$ cat src/hw/synth_pkg.sv
// shared constants for the MIDI front end
// status nibbles, reset values, byte and message types
package synth_pkg;

	////////////////////////////////////////////////////////////
	// timing and sizes
	////////////////////////////////////////////////////////////
	parameter int clks_per_bit   = 800;	// 25 MHz / 31250 baud
	parameter int default_voices = 2;	// two-voice synth

	// upper nibble of a channel status byte
	parameter logic [3:0] status_note_off = 4'h8;
	parameter logic [3:0] status_note_on  = 4'h9;
	parameter logic [3:0] status_ctrl     = 4'hB;
	parameter logic [3:0] status_prog     = 4'hC;
	parameter logic [3:0] status_pressure = 4'hD;	// channel pressure
	parameter logic [3:0] status_bend     = 4'hE;

	parameter logic [7:0]  realtime_min = 8'hF8;	// clock, start, stop ...
	parameter logic [13:0] bend_center  = 14'd8192;	// wheel at rest

	////////////////////////////////////////////////////////////
	// types
	////////////////////////////////////////////////////////////
	typedef logic [7:0]  midi_byte_t;
	typedef logic [6:0]  note_t;
	typedef logic [13:0] bend_t;

	// what the parser hands to the voice table
	typedef enum logic [1:0] {
		msg_none,
		msg_note_on,
		msg_note_off,
		msg_bend
	} msg_kind_t;

endpackage

$ cat src/hw/midi_msg_if.sv
// parsed message bus, parser to voice table
// single-cycle strobe, no back-pressure
interface midi_msg_if import synth_pkg::*; ();

	logic      valid;	// one cycle per message
	msg_kind_t kind;
	logic [6:0] data1;	// note number or bend lsb
	logic [6:0] data2;	// velocity or bend msb

	// parser side
	modport source (
		output valid,
		output kind,
		output data1,
		output data2
	);

	// voice table side, must take every strobe
	modport sink (
		input valid,
		input kind,
		input data1,
		input data2
	);

endinterface

$ cat src/hw/bit_timer.sv
// bit timer for the serial receiver
// half-bit first tick, whole-bit ticks after that
module bit_timer #(
	parameter int clks_per_bit = synth_pkg::clks_per_bit
) (
	input  logic CLOCK_25,
	input  logic reset1,
	input  logic start,	// falling edge seen, aim at bit centre
	input  logic run,	// frame in progress
	output logic tick	// sample point
);

	localparam int cnt_w = $clog2(clks_per_bit);

	// reload values
	localparam logic [cnt_w-1:0] half_load = cnt_w'(clks_per_bit / 2 - 1);
	localparam logic [cnt_w-1:0] full_load = cnt_w'(clks_per_bit - 1);

	logic [cnt_w-1:0] count;	// cycles left to next sample

	// tick on terminal count, only inside a frame
	assign tick = run && !start && (count == '0);

	always_ff @(posedge CLOCK_25) begin
		if (!reset1) begin
			count <= '0;
		end else if (start) begin
			count <= half_load;	// first sample mid start bit
		end else if (tick) begin
			count <= full_load;	// then one per bit
		end else if (run) begin
			count <= count - 1'b1;
		end
		// idle between bytes, count just holds
	end

endmodule

$ cat src/hw/channel_state.sv
// voice table and pitch bend register
// lowest-free-slot allocation, sticky off-note error
module channel_state import synth_pkg::*; #(
	parameter int voices = default_voices
) (
	input  logic                              CLOCK_25,
	input  logic                              reset1,
	midi_msg_if.sink                          msg,
	output logic [voices-1:0]                 keys_on,	// slot busy flags
	output logic [voices*$bits(note_t)-1:0]   slot_notes,	// slot i at bits i*7
	output bend_t                             pitch_val,
	output logic                              note_error
);

	localparam int nw = $bits(note_t);

	note_t             slot_note [voices];	// note held per slot
	logic [voices-1:0] hit;	// slot already holds msg note
	logic [voices-1:0] grant;	// lowest free slot, one-hot
	logic              held, take_slot;

	////////////////////////////////////////////////////////////
	// lookup
	////////////////////////////////////////////////////////////
	always_comb begin
		for (int i = 0; i < voices; i++)
			hit[i] = keys_on[i] && (slot_note[i] == msg.data1);
	end

	// lowest clear bit of keys_on, zero when all full
	assign grant = ~keys_on & (keys_on + 1'b1);
	assign held  = |hit;

	// new note gets a slot, full table just drops it
	assign take_slot = msg.valid && (msg.kind == msg_note_on) && !held;

	////////////////////////////////////////////////////////////
	// control state
	////////////////////////////////////////////////////////////
	always_ff @(posedge CLOCK_25) begin
		if (!reset1) begin
			keys_on    <= '0;
			note_error <= 1'b0;
			pitch_val  <= bend_center;
		end else if (msg.valid) begin
			case (msg.kind)
				msg_note_on: begin
					if (!held)
						keys_on <= keys_on | grant;
				end
				msg_note_off: begin
					if (held)
						keys_on <= keys_on & ~hit;	// free that slot
					else
						note_error <= 1'b1;	// off for a note we never had
				end
				msg_bend: pitch_val <= {msg.data2, msg.data1};	// msb:lsb
				default: ;
			endcase
		end
	end

	// note storage
	always_ff @(posedge CLOCK_25) begin
		for (int i = 0; i < voices; i++) begin
			if (take_slot && grant[i])
				slot_note[i] <= msg.data1;
		end
	end

	// flatten for the top level ports
	for (genvar g = 0; g < voices; g++) begin : g_flat
		assign slot_notes[g*nw +: nw] = slot_note[g];
	end

endmodule

$ cat src/hw/midi_parser.sv
// MIDI channel message parser
// running status, real-time filter, channel select
module midi_parser import synth_pkg::*; (
	input  logic             CLOCK_25,
	input  logic             reset1,
	input  logic             byte_valid,
	input  midi_byte_t       rx_byte,
	input  logic [3:0]       midi_ch,	// listen channel, held steady
	midi_msg_if.source       msg
);

	typedef enum logic [1:0] {
		st_status,	// no running status, data bytes dropped
		st_data1,	// expecting first data byte
		st_data2,	// expecting second data byte
		st_ignore	// second byte of an unused message
	} state_t;

	state_t     state;
	midi_byte_t run_status;	// last channel status byte
	note_t      data1_q;	// held first data byte
	msg_kind_t  next_kind;
	logic       data_byte, status_byte, our_ch;

	// real-time bytes never reach the FSM
	assign data_byte   = byte_valid && !rx_byte[7];
	assign status_byte = byte_valid && rx_byte[7] && (rx_byte < realtime_min);
	assign our_ch      = (run_status[3:0] == midi_ch);

	// kind to emit on the second data byte
	always_comb begin
		case (run_status[7:4])
			status_note_on:  next_kind = (rx_byte[6:0] == '0) ? msg_note_off : msg_note_on;
			status_note_off: next_kind = msg_note_off;
			status_bend:     next_kind = msg_bend;
			default:         next_kind = msg_none;
		endcase
	end

	////////////////////////////////////////////////////////////
	// FSM
	////////////////////////////////////////////////////////////
	always_ff @(posedge CLOCK_25) begin
		if (!reset1) begin
			state      <= st_status;
			run_status <= '0;
			msg.valid  <= 1'b0;
		end else begin
			msg.valid <= data_byte && (state == st_data2);
			if (status_byte) begin
				if (rx_byte[7:4] == 4'hF) begin
					run_status <= '0;	// sysex or common, kills running status
					state      <= st_status;
				end else begin
					run_status <= rx_byte;
					state      <= st_data1;
				end
			end else if (data_byte) begin
				case (state)
					st_data1: begin
						case (run_status[7:4])
							status_note_off, status_note_on, status_bend:
								state <= our_ch ? st_data2 : st_ignore;
							status_prog, status_pressure:
								state <= st_data1;	// one data byte, consumed
							status_ctrl:
								state <= st_ignore;	// controller value follows
							default:
								state <= st_ignore;	// poly pressure
						endcase
					end
					st_data2:  state <= st_data1;	// running status, back for more
					st_ignore: state <= st_data1;
					default:   state <= st_status;	// stray data, dropped
				endcase
			end
		end
	end

	// payload, no reset needed
	always_ff @(posedge CLOCK_25) begin
		if (data_byte && state == st_data1)
			data1_q <= rx_byte[6:0];
		if (data_byte && state == st_data2) begin
			msg.kind  <= next_kind;
			msg.data1 <= data1_q;
			msg.data2 <= rx_byte[6:0];
		end
	end

endmodule

$ cat src/hw/midi_rx.sv
// MIDI serial receiver, 8N1 lsb first
// line sync, start edge detect, stop bit check
module midi_rx import synth_pkg::*; #(
	parameter int clks_per_bit = synth_pkg::clks_per_bit
) (
	input  logic       CLOCK_25,
	input  logic       reset1,
	input  logic       midi_rxd,	// idle high
	output logic       byte_valid,	// one cycle, good stop bit only
	output midi_byte_t rx_byte
);

	logic       rxd_meta, rxd_sync, rxd_prev;	// two-flop sync plus edge reg
	logic       busy;	// inside a frame
	logic [3:0] bit_idx;	// 0 start, 1..8 data, 9 stop
	logic       start, tick;
	midi_byte_t shift_reg;

	// falling edge on an idle line opens a frame
	assign start   = !busy && rxd_prev && !rxd_sync;
	assign rx_byte = shift_reg;

	bit_timer #(.clks_per_bit(clks_per_bit)) u_timer (
		.CLOCK_25 (CLOCK_25),
		.reset1   (reset1),
		.start    (start),
		.run      (busy),
		.tick     (tick)
	);

	always_ff @(posedge CLOCK_25) begin
		if (!reset1) begin
			rxd_meta   <= 1'b1;
			rxd_sync   <= 1'b1;
			rxd_prev   <= 1'b1;
			busy       <= 1'b0;
			bit_idx    <= '0;
			byte_valid <= 1'b0;
		end else begin
			rxd_meta   <= midi_rxd;
			rxd_sync   <= rxd_meta;
			rxd_prev   <= rxd_sync;
			byte_valid <= 1'b0;
			if (start) begin
				busy    <= 1'b1;
				bit_idx <= '0;
			end else if (tick) begin
				if (bit_idx == 4'd0 && rxd_sync) begin
					busy <= 1'b0;	// glitch, not a real start bit
				end else if (bit_idx == 4'd9) begin
					busy       <= 1'b0;
					byte_valid <= rxd_sync;	// framing error drops the byte
				end else begin
					bit_idx <= bit_idx + 1'b1;
				end
			end
		end
	end

	// data shifter, lsb arrives first
	always_ff @(posedge CLOCK_25) begin
		if (tick && bit_idx != 4'd0 && bit_idx != 4'd9)
			shift_reg <= {rxd_sync, shift_reg[7:1]};
	end

endmodule

$ cat src/hw/synthesizer_top.sv
// MIDI front end top level
// receiver, parser and voice table
module synthesizer_top import synth_pkg::*; #(
	parameter int voices       = default_voices,
	parameter int clks_per_bit = synth_pkg::clks_per_bit
) (
	input  logic                            CLOCK_25,
	input  logic                            reset1,
	input  logic                            midi_rxd,	// serial in
	input  logic [3:0]                      midi_ch,	// channel select
	output logic [voices-1:0]               keys_on,
	output logic [voices*$bits(note_t)-1:0] slot_notes,
	output bend_t                           pitch_val,
	output logic                            note_error
);

	logic       byte_valid;
	midi_byte_t rx_byte;

	midi_msg_if msg_bus ();	// parser to voice table

	////////////////////////////////////////////////////////////
	// serial in, parse, voice table
	////////////////////////////////////////////////////////////
	midi_rx #(.clks_per_bit(clks_per_bit)) u_rx (
		.CLOCK_25   (CLOCK_25),
		.reset1     (reset1),
		.midi_rxd   (midi_rxd),
		.byte_valid (byte_valid),
		.rx_byte    (rx_byte)
	);

	midi_parser u_parser (
		.CLOCK_25   (CLOCK_25),
		.reset1     (reset1),
		.byte_valid (byte_valid),
		.rx_byte    (rx_byte),
		.midi_ch    (midi_ch),
		.msg        (msg_bus.source)
	);

	channel_state #(.voices(voices)) u_chan (
		.CLOCK_25   (CLOCK_25),
		.reset1     (reset1),
		.msg        (msg_bus.sink),
		.keys_on    (keys_on),
		.slot_notes (slot_notes),
		.pitch_val  (pitch_val),
		.note_error (note_error)
	);

endmodule

$ cat config.mk
export PLATFORM = sky130hd
export DESIGN_NAME = synthesizer_top
export DESIGN_NICKNAME = d
export VERILOG_FILES = /design/src/hw/synth_pkg.sv /design/src/hw/midi_msg_if.sv /design/src/hw/bit_timer.sv /design/src/hw/channel_state.sv /design/src/hw/midi_parser.sv /design/src/hw/midi_rx.sv /design/src/hw/synthesizer_top.sv
export SDC_FILE = /design/constraint.sdc
export NUM_CORES = 1
export LEC_CHECK = 0
export BUFFER_PORTS_ARGS = -buffer_cell sky130_fd_sc_hd__buf_2
export CORE_ASPECT_RATIO = 0.6
export CORE_MARGIN = 2
export CORE_UTILIZATION = 30
export CTS_BUF_LIST = sky130_fd_sc_hd__clkbuf_16
export DETAILED_ROUTE_END_ITERATION = 8
export GPL_TIMING_DRIVEN = 0
export PLACE_DENSITY = 0.49
export SYNTH_ARGS = -nofsm -noshare
export SYNTH_HDL_FRONTEND = slang
export SYNTH_SLANG_ARGS = --single-unit
$ cat constraint.sdc
create_clock -name CLOCK_25 -period 3 [get_ports CLOCK_25]
set_clock_uncertainty 0.1 [all_clocks]
set_input_delay 0.15 -clock CLOCK_25 [delete_from_list [all_inputs] [get_ports CLOCK_25]]
set_output_delay 0.15 -clock CLOCK_25 [all_outputs]
set_load 0.05 [all_outputs]
==> results of run 1 <==
==> placed cells by master, fill, tap and decap left out, drive strengths merged, types with 9 or more instances in the layout <==
cell / synthesis / routed
a21oi: 26 / 26
buf: 0 / 37
clkbuf: 8 / 17
dfxtp: 47 / 47
edfxtp: 45 / 45
inv: 10 / 14
nand2: 42 / 42
nor2: 9 / 9
nor3: 15 / 15
xnor2: 19 / 19
==> registers in the layout, summed over array words and instances (netlist names), 2 cells and up <==
signal               count
u_chan.keys_on           2
u_parser.state           2
u_parser.msg.data2       7
u_parser.msg.data1       7
u_rx.rx_byte             8
u_parser.run_status      8
u_rx.u_timer.count      10
u_chan.pitch_val        14
u_parser.msg.kind        2
u_chan.slot_note        14
u_rx.bit_idx             4
u_parser.data1_q         7
==> cell type report <==
type | count | area share
Clock buffer | 9 | 0.0518
Buffer | 8 | 0.00720
Inverter | 10 | 0.00864
Tap cell | 165 | 0.0475
Timing Repair Buffer | 38 | 0.0449
Multi-Input combinational cell | 205 | 0.302
Clock inverter | 7 | 0.0101
Sequential cell | 92 | 0.528
==> what timing repair did <==
action | 4_1_cts | 5_1_grt
endpoints found under the hold margin | 1 | 0
setup buffers | 0 | 0
hold buffers | 1 | 0
==> layer usage <==
layer	global-route usage	wire length, um	vias to the layer above	share of wire
met3	0.0394	477	8	0.060
li1	-	-	1236	-
met2	0.158	2870	68	0.36
met1	0.201	4580	1168	0.57
met5	0	0	-	0
met4	0.0397	68	0	0.0085
==> metrics by stage <==
step / worst slack (ps) / power [mW] / instances / instance area (sq um) / hold WS [ps]
global route: 589 / 2.58 / 534 / 4340 / 81.1
floorplan: 760 / 1.46 / 315 / 3670 / 151
detailed placement: 485 / 1.49 / 516 / 4050 / 235
finish: 764 / 2.49 / 534 / 4340 / 48.7
global placement: 515 / 1.49 / 516 / 4050 / 235
CTS: 477 / 2.52 / 533 / 4330 / 40.2
==> final timing paths <==
path | endpoint | slack (ps) | cells after the start | from
worst max-delay path | u_chan.slot_note[0][3] | 760 | 4 | u_parser.msg.data1[1]
worst min-delay path | u_rx.rxd_meta | 50 | 2 | reset1
worst max register to register | u_chan.slot_note[0][3] | 760 | 4 | u_parser.msg.data1[1]
worst min register to register | u_rx.rxd_sync | 310 | 1 | u_rx.rxd_meta
==> logic make-up (layout without fill, tap and decap cells) <==
kind of cell,after synthesis,count (layout),share of synthesized area
compound gates,57,57,0.0962
xor+xnor,26,26,0.0621
fa+ha+maj,8,8,0.0273
buf+inv,18,72,0.0188
flops,92,92,0.625
simple gates,114,114,0.171
==> worst max-delay path: stages, from the launching register on <==
cell      delay [ps]
edfxtp_1         540
xnor2_1          200
nand3_1          140
nor3_1            90
nor3_1           790
==> power by group <==
part	switching, mW	leakage [nW]	total, mW	internal (mW)
registers	0.0250	0.780	1.35	1.32
logic	0.0657	0.647	0.121	0.0556
clock network	0.467	0.139	1.03	0.559
==> implementation parameters, run 1 <==
Parameter                              Value

STA
  Final TNS setup    0 ps
  Share of the clock period used by the worst path    0.745
  Worst slew margin    0.148
  Min Tclk post-route    2240 ps
  Final Hold Vio Count    0
  Worst-Margin Slew    1270 ps
  Final Setup Violations    0
  Final-report max-slew violation count    0
  Fmax    447 MHz
  RSZ-0062 raised after global routing    false

GRT
  Overflow after GRT    0
  Vias in the first global route    2193
  Total routing resource utilization after global routing    0.127
  Pin count of the biggest net entering global routing    17
  Wire length of the first global-routing pass    12.4 mm
  Initial antenna violation count    0

Drt
  Overall via count from detail_route    2480
  DR iter-0 viols    162
  Average wire length per cell after detail routing    15.0 um
  Mean number of vias per cell    4.64
  Number of iterations in the first detailed-routing pass    4
  Number of nets with antenna violations after detailed routing    0
  Routed wire length    8.00 mm
  # DRC    0

Clock network
  TritonCTS clock tree    built
  Maximum root-to-sink buffer count    2
  Count of instances resized after the clock tree is built    0
  CTS buffer count    9
  Clock-pin transition on the worst setup and hold timing paths    60 ps
  Worst-Skew Late Latency    340 ps
  Root Driver    clkbuf_16
  CTS sink cnt    92
  CTS H-tree lvls    3

Placed design
  IO Port Bufs    36
  Routability cong.    0.776
  DP HPWL    5.98 mm

Logic synthesis
  Leading cell types by count after synthesis    dfxtp_1 (47), edfxtp_1 (45), nand2_1 (42)
  Flip-flop and latch count after synthesis    92
  Yosys warning total    0
  Library cell with the highest instance count after synthesis    dfxtp_1
  Gate count after technology mapping    315
  Dominant register cell in the synthesized netlist    dfxtp_1
  Async SR Flop Fraction    0
  Most area-hungry cell type in the Yosys netlist    edfxtp_1
  Net count of the mapped netlist    330
  Share of the synthesized area in the top cell type    0.368
  Post-synth EDFFs    45
  Proportion of synthesized chip area in sequential cells    0.625
  Synthesized area per cell    11.6 sq um
  Distinct cells, synth    49
  Most area-consuming cells after synthesis    edfxtp_1 (37%), dfxtp_1 (26%), xnor2_1 (4.5%)
  Post-Syn Area    3670 sq um

Pwr
  Ratio of total power to cell area    574 nW/um^2
  Static leakage    1.57 nW
  Maximum vdd drop    0.000291 V

Job
  Maximum capacitance violations    0

Floorplan
  Starting utilization of the core area    0.306
  Total I/O pin count    38
  Die span in y    89.6 um
  Width of the die    147 um
  Area of the core region    12000 sq um
  Row count    31
  Die area    13200 sq um

Layout
  Fillcell total    1185
  Share of the core filled with cells    0.362
  Multi-input logic area    1310 sq um
  Post-layout nets    379
  Layout cell share with drive strength beyond 1    0.165
  Number of diodes added for antenna fixing    0
  Register area    2290 sq um
  Synth-to-layout area growth    18.5%

Outcome
  Run status    finished, final reports clean

Worst hold path
  Worst hold path class    input port to flop

Critical path
  Worst setup path category    flop to flop
  Crit path capture type    flop
  Critical path data required time    2860 ps
  Category of the worst setup path launch point    flop
  Arrival time of the worst setup path    2100 ps
  Worst-path fanout max    7
Note: power is estimated with default switching activity, not from simulation.
==> inputs of run 2 (changes only) <==
==> constraint.sdc (replaced) <==
create_clock -name CLOCK_25 -period 2.2 [get_ports CLOCK_25]
set_clock_uncertainty 0.1 [all_clocks]
set_input_delay 0.11 -clock CLOCK_25 [delete_from_list [all_inputs] [get_ports CLOCK_25]]
set_output_delay 0.11 -clock CLOCK_25 [all_outputs]
set_load 0.05 [all_outputs]
==> implementation parameters, run 2 (same netlist as run 1, synthesis figures left out) <==
Parameter                              Value

Outcome
  Run status    finished, final reports clean

Layout
  Largest registers in the final layout    u_chan.pitch_val (14), u_chan.slot_note (14), u_rx.u_timer.count (10)
  Multi-input logic area    1350 sq um (+2.8%)
  Most frequent standard cell in the layout excluding fill and tap cells    dfxtp_1
  Synth-to-layout area growth    20.0%
  Fillcell total    1187 (+0.17%)
  Share of the core filled with cells    0.367 (+0.00459)
  Layout cell share with drive strength beyond 1    0.177 (+0.0113)
  Number of diodes added for antenna fixing    0 (unchanged)
  Commonest non-fill, non-tap cells in the layout    dfxtp_1 (47), edfxtp_1 (45), nand2_1 (42)
  Register area    2290 sq um (unchanged)
  Post-layout nets    378 (-0.26%)
  Final cell area excluding filler cells    4400 sq um (+1.3%)

Floorplan
  Die area    13200 sq um (unchanged)
  Total I/O pin count    38 (unchanged)
  Die span in y    89.6 um (unchanged)
  Row count    31 (unchanged)
  Starting utilization of the core area    0.306 (unchanged)
  Width of the die    147 um (unchanged)
  Area of the core region    12000 sq um (unchanged)

GRT
  Total routing resource utilization after global routing    0.129 (+0.00174)
  Initial antenna violation count    0 (unchanged)
  Overflow after GRT    0 (unchanged)
  Wire length of the first global-routing pass    12.7 mm (+2.3%)
  Vias in the first global route    2369 (+8.0%)
  M3 GR Usage    0.0399 (+0.000505)
  Pin count of the biggest net entering global routing    17 (unchanged)
  Most heavily used metal layer in global routing    met1
  GR Layer Usage met2    0.179 (+0.0209)
  Global routing met1 resource utilization    0.190 (-0.0110)

Job
  Maximum capacitance violations    0 (unchanged)

STA
  Final-report max-slew violation count    0 (unchanged)
  Worst-Margin Slew    763 ps (-511 ps)
  Fmax    506 MHz (+13%)
  RSZ-0062 raised after global routing    false
  Share of the clock period used by the worst path    0.898 (+0.153)
  Worst slew margin    0.491 (+0.343)
  Final Hold Vio Count    0 (unchanged)
  Final Setup Violations    0 (unchanged)
  Min Tclk post-route    1980 ps (-260 ps)
  Final TNS setup    0 ps (unchanged)

Clock network
  Maximum root-to-sink buffer count    2 (unchanged)
  Clock-pin transition on the worst setup and hold timing paths    60 ps (about the same)
  CTS sink cnt    92 (unchanged)
  CTS buffer count    9 (unchanged)
  TritonCTS clock tree    built
  Root Driver    clkbuf_16
  Worst-Skew Late Latency    340 ps (about the same)
  CTS H-tree lvls    3 (unchanged)

Drt
  Number of nets with antenna violations after detailed routing    0 (unchanged)
  Routed wire length    7.98 mm (-0.25%)
  # DRC    0 (unchanged)
  Average wire length per cell after detail routing    15.0 um (about the same)
  Number of iterations in the first detailed-routing pass    5 (+1)
  Overall via count from detail_route    2455 (-1.0%)
  Mean number of vias per cell    4.61 (-0.82%)
  DR iter-0 viols    97 (-40%)

Critical path
  Critical path data required time    2370 ps (-490 ps)
  Worst setup path category    flop to flop
  Category of the worst setup path launch point    flop
  Crit path capture type    flop
  Worst-path fanout max    9 (+2)
  Arrival time of the worst setup path    2150 ps (+50 ps)

Pwr
  Ratio of total power to cell area    800 nW/um^2 (+39%)
  Maximum vdd drop    0.000376 V (+29%)
  Total power after layout    3.52 mW (+41%)
  Static leakage    1.56 nW (-0.27%)

Worst hold path
  Worst hold path class    input port to flop

Placed design
  IO Port Bufs    36 (unchanged)
  Post-Place Cell Area    4060 sq um (+0.15%)
  Routability cong.    0.783 (+0.93%)
  DP HPWL    5.77 mm (-3.4%)
[run 2: cell type report]
type / count / share of cell area
multi-input cells: 205 / 0.307
clock inverters: 7 / 0.0154
clock buffers: 9 / 0.0512
well taps: 165 / 0.0469
inverters: 10 / 0.00853
repair buffers: 37 / 0.0432
flip-flops and latches: 92 / 0.521
plain buffers: 8 / 0.00711
[run 2: worst max-delay path, stage by stage (launching register included)]
cell	delay [ps]
dfxtp_1	370
inv_1	100
ha_1	190
nor4b_4	300
nand3_4	190
or4_1	510
a21oi_1	150
[run 2: per-layer routing]
metal | vias up | share of wire
met1 | 1166 | 0.55
met2 | 50 | 0.40
met3 | 7 | 0.040
met4 | 0 | 0.010
met5 | - | 0
li1 | 1232 | -
[run 2: final timing paths]
check / startpoint / slack, ps / cells after the start / to
max reg2reg: u_rx.u_timer.count[0] / 220 / 6 / u_rx.bit_idx[2]
min: reset1 / 9 / 2 / u_rx.rxd_meta
max: u_rx.u_timer.count[0] / 220 / 6 / u_rx.bit_idx[2]
min reg2reg: u_rx.rxd_meta / 310 / 1 / u_rx.rxd_sync
[run 2: repair_timing]
| item | 4_1_cts | 5_1_grt |
|---|---|---|
| buffers inserted | 0 | 0 |
| hold buffers | 1 | 0 |
| pin swaps | 0 | 0 |
| resized for setup | 2 | 5 |
| endpoints found under the setup margin | 15 | 33 |
| hold endpoints to repair | 1 | 0 |
[run 2: metrics by stage]
stage	hold slack [ps]	setup WS, ps	std cells
2_1_floorplan	111	157	315
3_3_place_gp	191	-68.8	516
3_5_place_dp	199	-108	516
4_1_cts	1.76	2.80	533
5_1_grt	17.0	44.8	533
6_report	8.70	224	533
[run 2: where the power goes]
group	internal [mW]	switching, mW
registers	1.80	0.0345
logic	0.0770	0.0936
clock network	0.874	0.638
==> inputs of run 3 (changes only) <==
--- a/config.mk
+++ b/config.mk
@@ -13,6 +13,7 @@
 export DETAILED_ROUTE_END_ITERATION = 8
 export GPL_TIMING_DRIVEN = 0
 export PLACE_DENSITY = 0.49
+export REMOVE_ABC_BUFFERS = 1
 export SYNTH_ARGS = -nofsm -noshare
 export SYNTH_HDL_FRONTEND = slang
 export SYNTH_SLANG_ARGS = --single-unit
==> implementation parameters, run 3 (same netlist as run 1, synthesis figures left out) <==
Parameter                              Value

Outcome
  Run status    finished, final reports clean

Layout
  Commonest non-fill, non-tap cells in the layout    dfxtp_1 (47), edfxtp_1 (45), nand2_1 (42)
  Fillcell total    1188 (+0.084%)
  Synth-to-layout area growth    18.8%
  Post-layout nets    371 (-1.9%)
  Number of diodes added for antenna fixing    0 (unchanged)
  Layout cell share with drive strength beyond 1    0.177 (+0.000655)
  Largest registers in the final layout    u_chan.pitch_val (14), u_chan.slot_note (14), u_rx.u_timer.count (10)
  Most frequent standard cell in the layout excluding fill and tap cells    dfxtp_1

GRT
  Initial antenna violation count    0 (unchanged)
  Pin count of the biggest net entering global routing    22 (+5)
  Vias in the first global route    2368 (-0.042%)
  Wire length of the first global-routing pass    12.4 mm (-2.3%)
  Overflow after GRT    0 (unchanged)
  Total routing resource utilization after global routing    0.123 (-0.00521)

Clock network
  Root Driver    clkbuf_16
  Maximum root-to-sink buffer count    2 (unchanged)
  Clock-pin transition on the worst setup and hold timing paths    70 ps (about the same)
  CTS buffer count    9 (unchanged)
  Post-CTS Setup Bufs    0 (unchanged)
  CTS H-tree lvls    3 (unchanged)
  TritonCTS clock tree    built
  CTS sink cnt    92 (unchanged)
  Worst-Skew Late Latency    340 ps (about the same)

STA
  Fmax    495 MHz (-2.3%)
  Worst slew margin    0.446 (-0.0446)
  Final Setup Violations    0 (unchanged)
  Worst-Margin Slew    830 ps (+66.8 ps)
  Share of the clock period used by the worst path    0.919 (+0.0210)
  Final Hold Vio Count    0 (unchanged)
  Worst hold-check slack    38.0 ps (+29.3 ps)
  Minimum setup slack in the final design    178 ps (-46.3 ps)
  Final-report max-slew violation count    0 (unchanged)
  RSZ-0062 raised after global routing    false
  Final TNS setup    0 ps (unchanged)
  Min Tclk post-route    2020 ps (+46.3 ps)

Floorplan
  Total I/O pin count    38 (unchanged)
  Die span in y    89.6 um (unchanged)
  Starting utilization of the core area    0.306 (unchanged)
  Row count    31 (unchanged)
  Area of the core region    12000 sq um (unchanged)
  Width of the die    147 um (unchanged)
  Die area    13200 sq um (unchanged)

Drt
  Routed wire length    7.65 mm (-4.1%)
  Average wire length per cell after detail routing    14.5 um (-2.8%)
  Number of nets with antenna violations after detailed routing    0 (unchanged)
  Number of iterations in the first detailed-routing pass    4 (-1)
  Mean number of vias per cell    4.57 (-0.82%)
  Overall via count from detail_route    2403 (-2.1%)
  DR iter-0 viols    140 (+44%)
  # DRC    0 (unchanged)

Pwr
  Static leakage    1.56 nW (-0.20%)
  Maximum vdd drop    0.000410 V (+9.0%)
  Total power after layout    3.51 mW (-0.28%)
  Ratio of total power to cell area    806 nW/um^2 (+0.69%)

Placed design
  Setup slack after placement    -245 ps (-136 ps)
  DP HPWL    5.35 mm (-7.3%)
  Routability cong.    0.746 (-4.7%)
  IO Port Bufs    37 (+2.8%)

Critical path
  Series of cell instances along the critical path    xnor2_1 > nand4_1 > nor3_1 > nor4_2
  Arrival time of the worst setup path    1890 ps (-260 ps)
  Cells on worst reg2reg path    4 (-2)
  Worst setup path category    flop to flop
  Crit path capture type    flop
  Biggest cell delay along the critical path    620 ps (+110 ps)
  Buffers & Inverters on Critical Path    0 (-1)
  Category of cells accounting for the largest share of critical-path delay    simple AND/OR/NAND/NOR gates
  Worst-path fanout max    7 (-2)
  Category of the worst setup path launch point    flop
  Max stage delay cell, worst path    nor4_2
  Number of cells on the critical path    4 (-2)
  Critical path data required time    2060 ps (-310 ps)

Job
  Maximum capacitance violations    0 (unchanged)

Worst hold path
  Cells on Worst Hold Path    2 (unchanged)
  Worst hold path class    input port to flop
run 3: worst register-to-register path, cell delays in order, from the launching register on:
cell and delay, ps:
edfxtp_1 500, xnor2_1 180, nand4_1 170, nor3_1 90, nor4_2 620
run 3: through the flow:
step / util / cells / cell area (sq um)
6_report: 0.364 / 526 / 4360
5_1_grt: 0.364 / 526 / 4360
4_1_cts: 0.363 / 526 / 4350
3_5_place_dp: 0.336 / 509 / 4030
3_3_place_gp: 0.336 / 509 / 4030
2_1_floorplan: - / 307 / 3640
run 3: worst paths after layout:
| path | start | endpoint | slack (ps) |
|---|---|---|---|
| max reg2reg | u_parser.msg.data1[3] | u_chan.slot_note[0][13] | 180 |
| max | u_parser.msg.data1[3] | u_chan.slot_note[0][13] | 180 |
| min reg2reg | u_rx.rxd_meta | u_rx.rxd_sync | 310 |
| min | reset1 | u_rx.rxd_meta | 40 |
run 3: final cells by class:
cell class                      instances  area, sq um  area share
Multi-Input combinational cell        205         1330       0.306
Sequential cell                        92         2290       0.526
Tap cell                              165          206      0.0474
Clock buffer                            9          225      0.0517
Inverter                               10         37.5     0.00862
Clock inverter                          7         67.6      0.0155
Timing Repair Buffer                   38          195      0.0448
run 3: metal layers:
layer | GRT usage | routed length, um
met1 | 0.179 | 4240
met2 | 0.178 | 3010
met3 | 0.0379 | 347
met4 | 0.0353 | 50
met5 | 0 | 0
run 3: report_power, final:
group	switching, mW	internal [mW]	leakage, nW
combinational	0.0803	0.0742	0.634
sequential	0.0361	1.80	0.780
clock	0.640	0.876	0.145
run 3: timing repair:
item                       in CTS  in global routing
hold buffers                    1                  0
gates resized for setup         4                  2
hold endpoints to repair        1                  0
setup endpoints to repair      38                 14
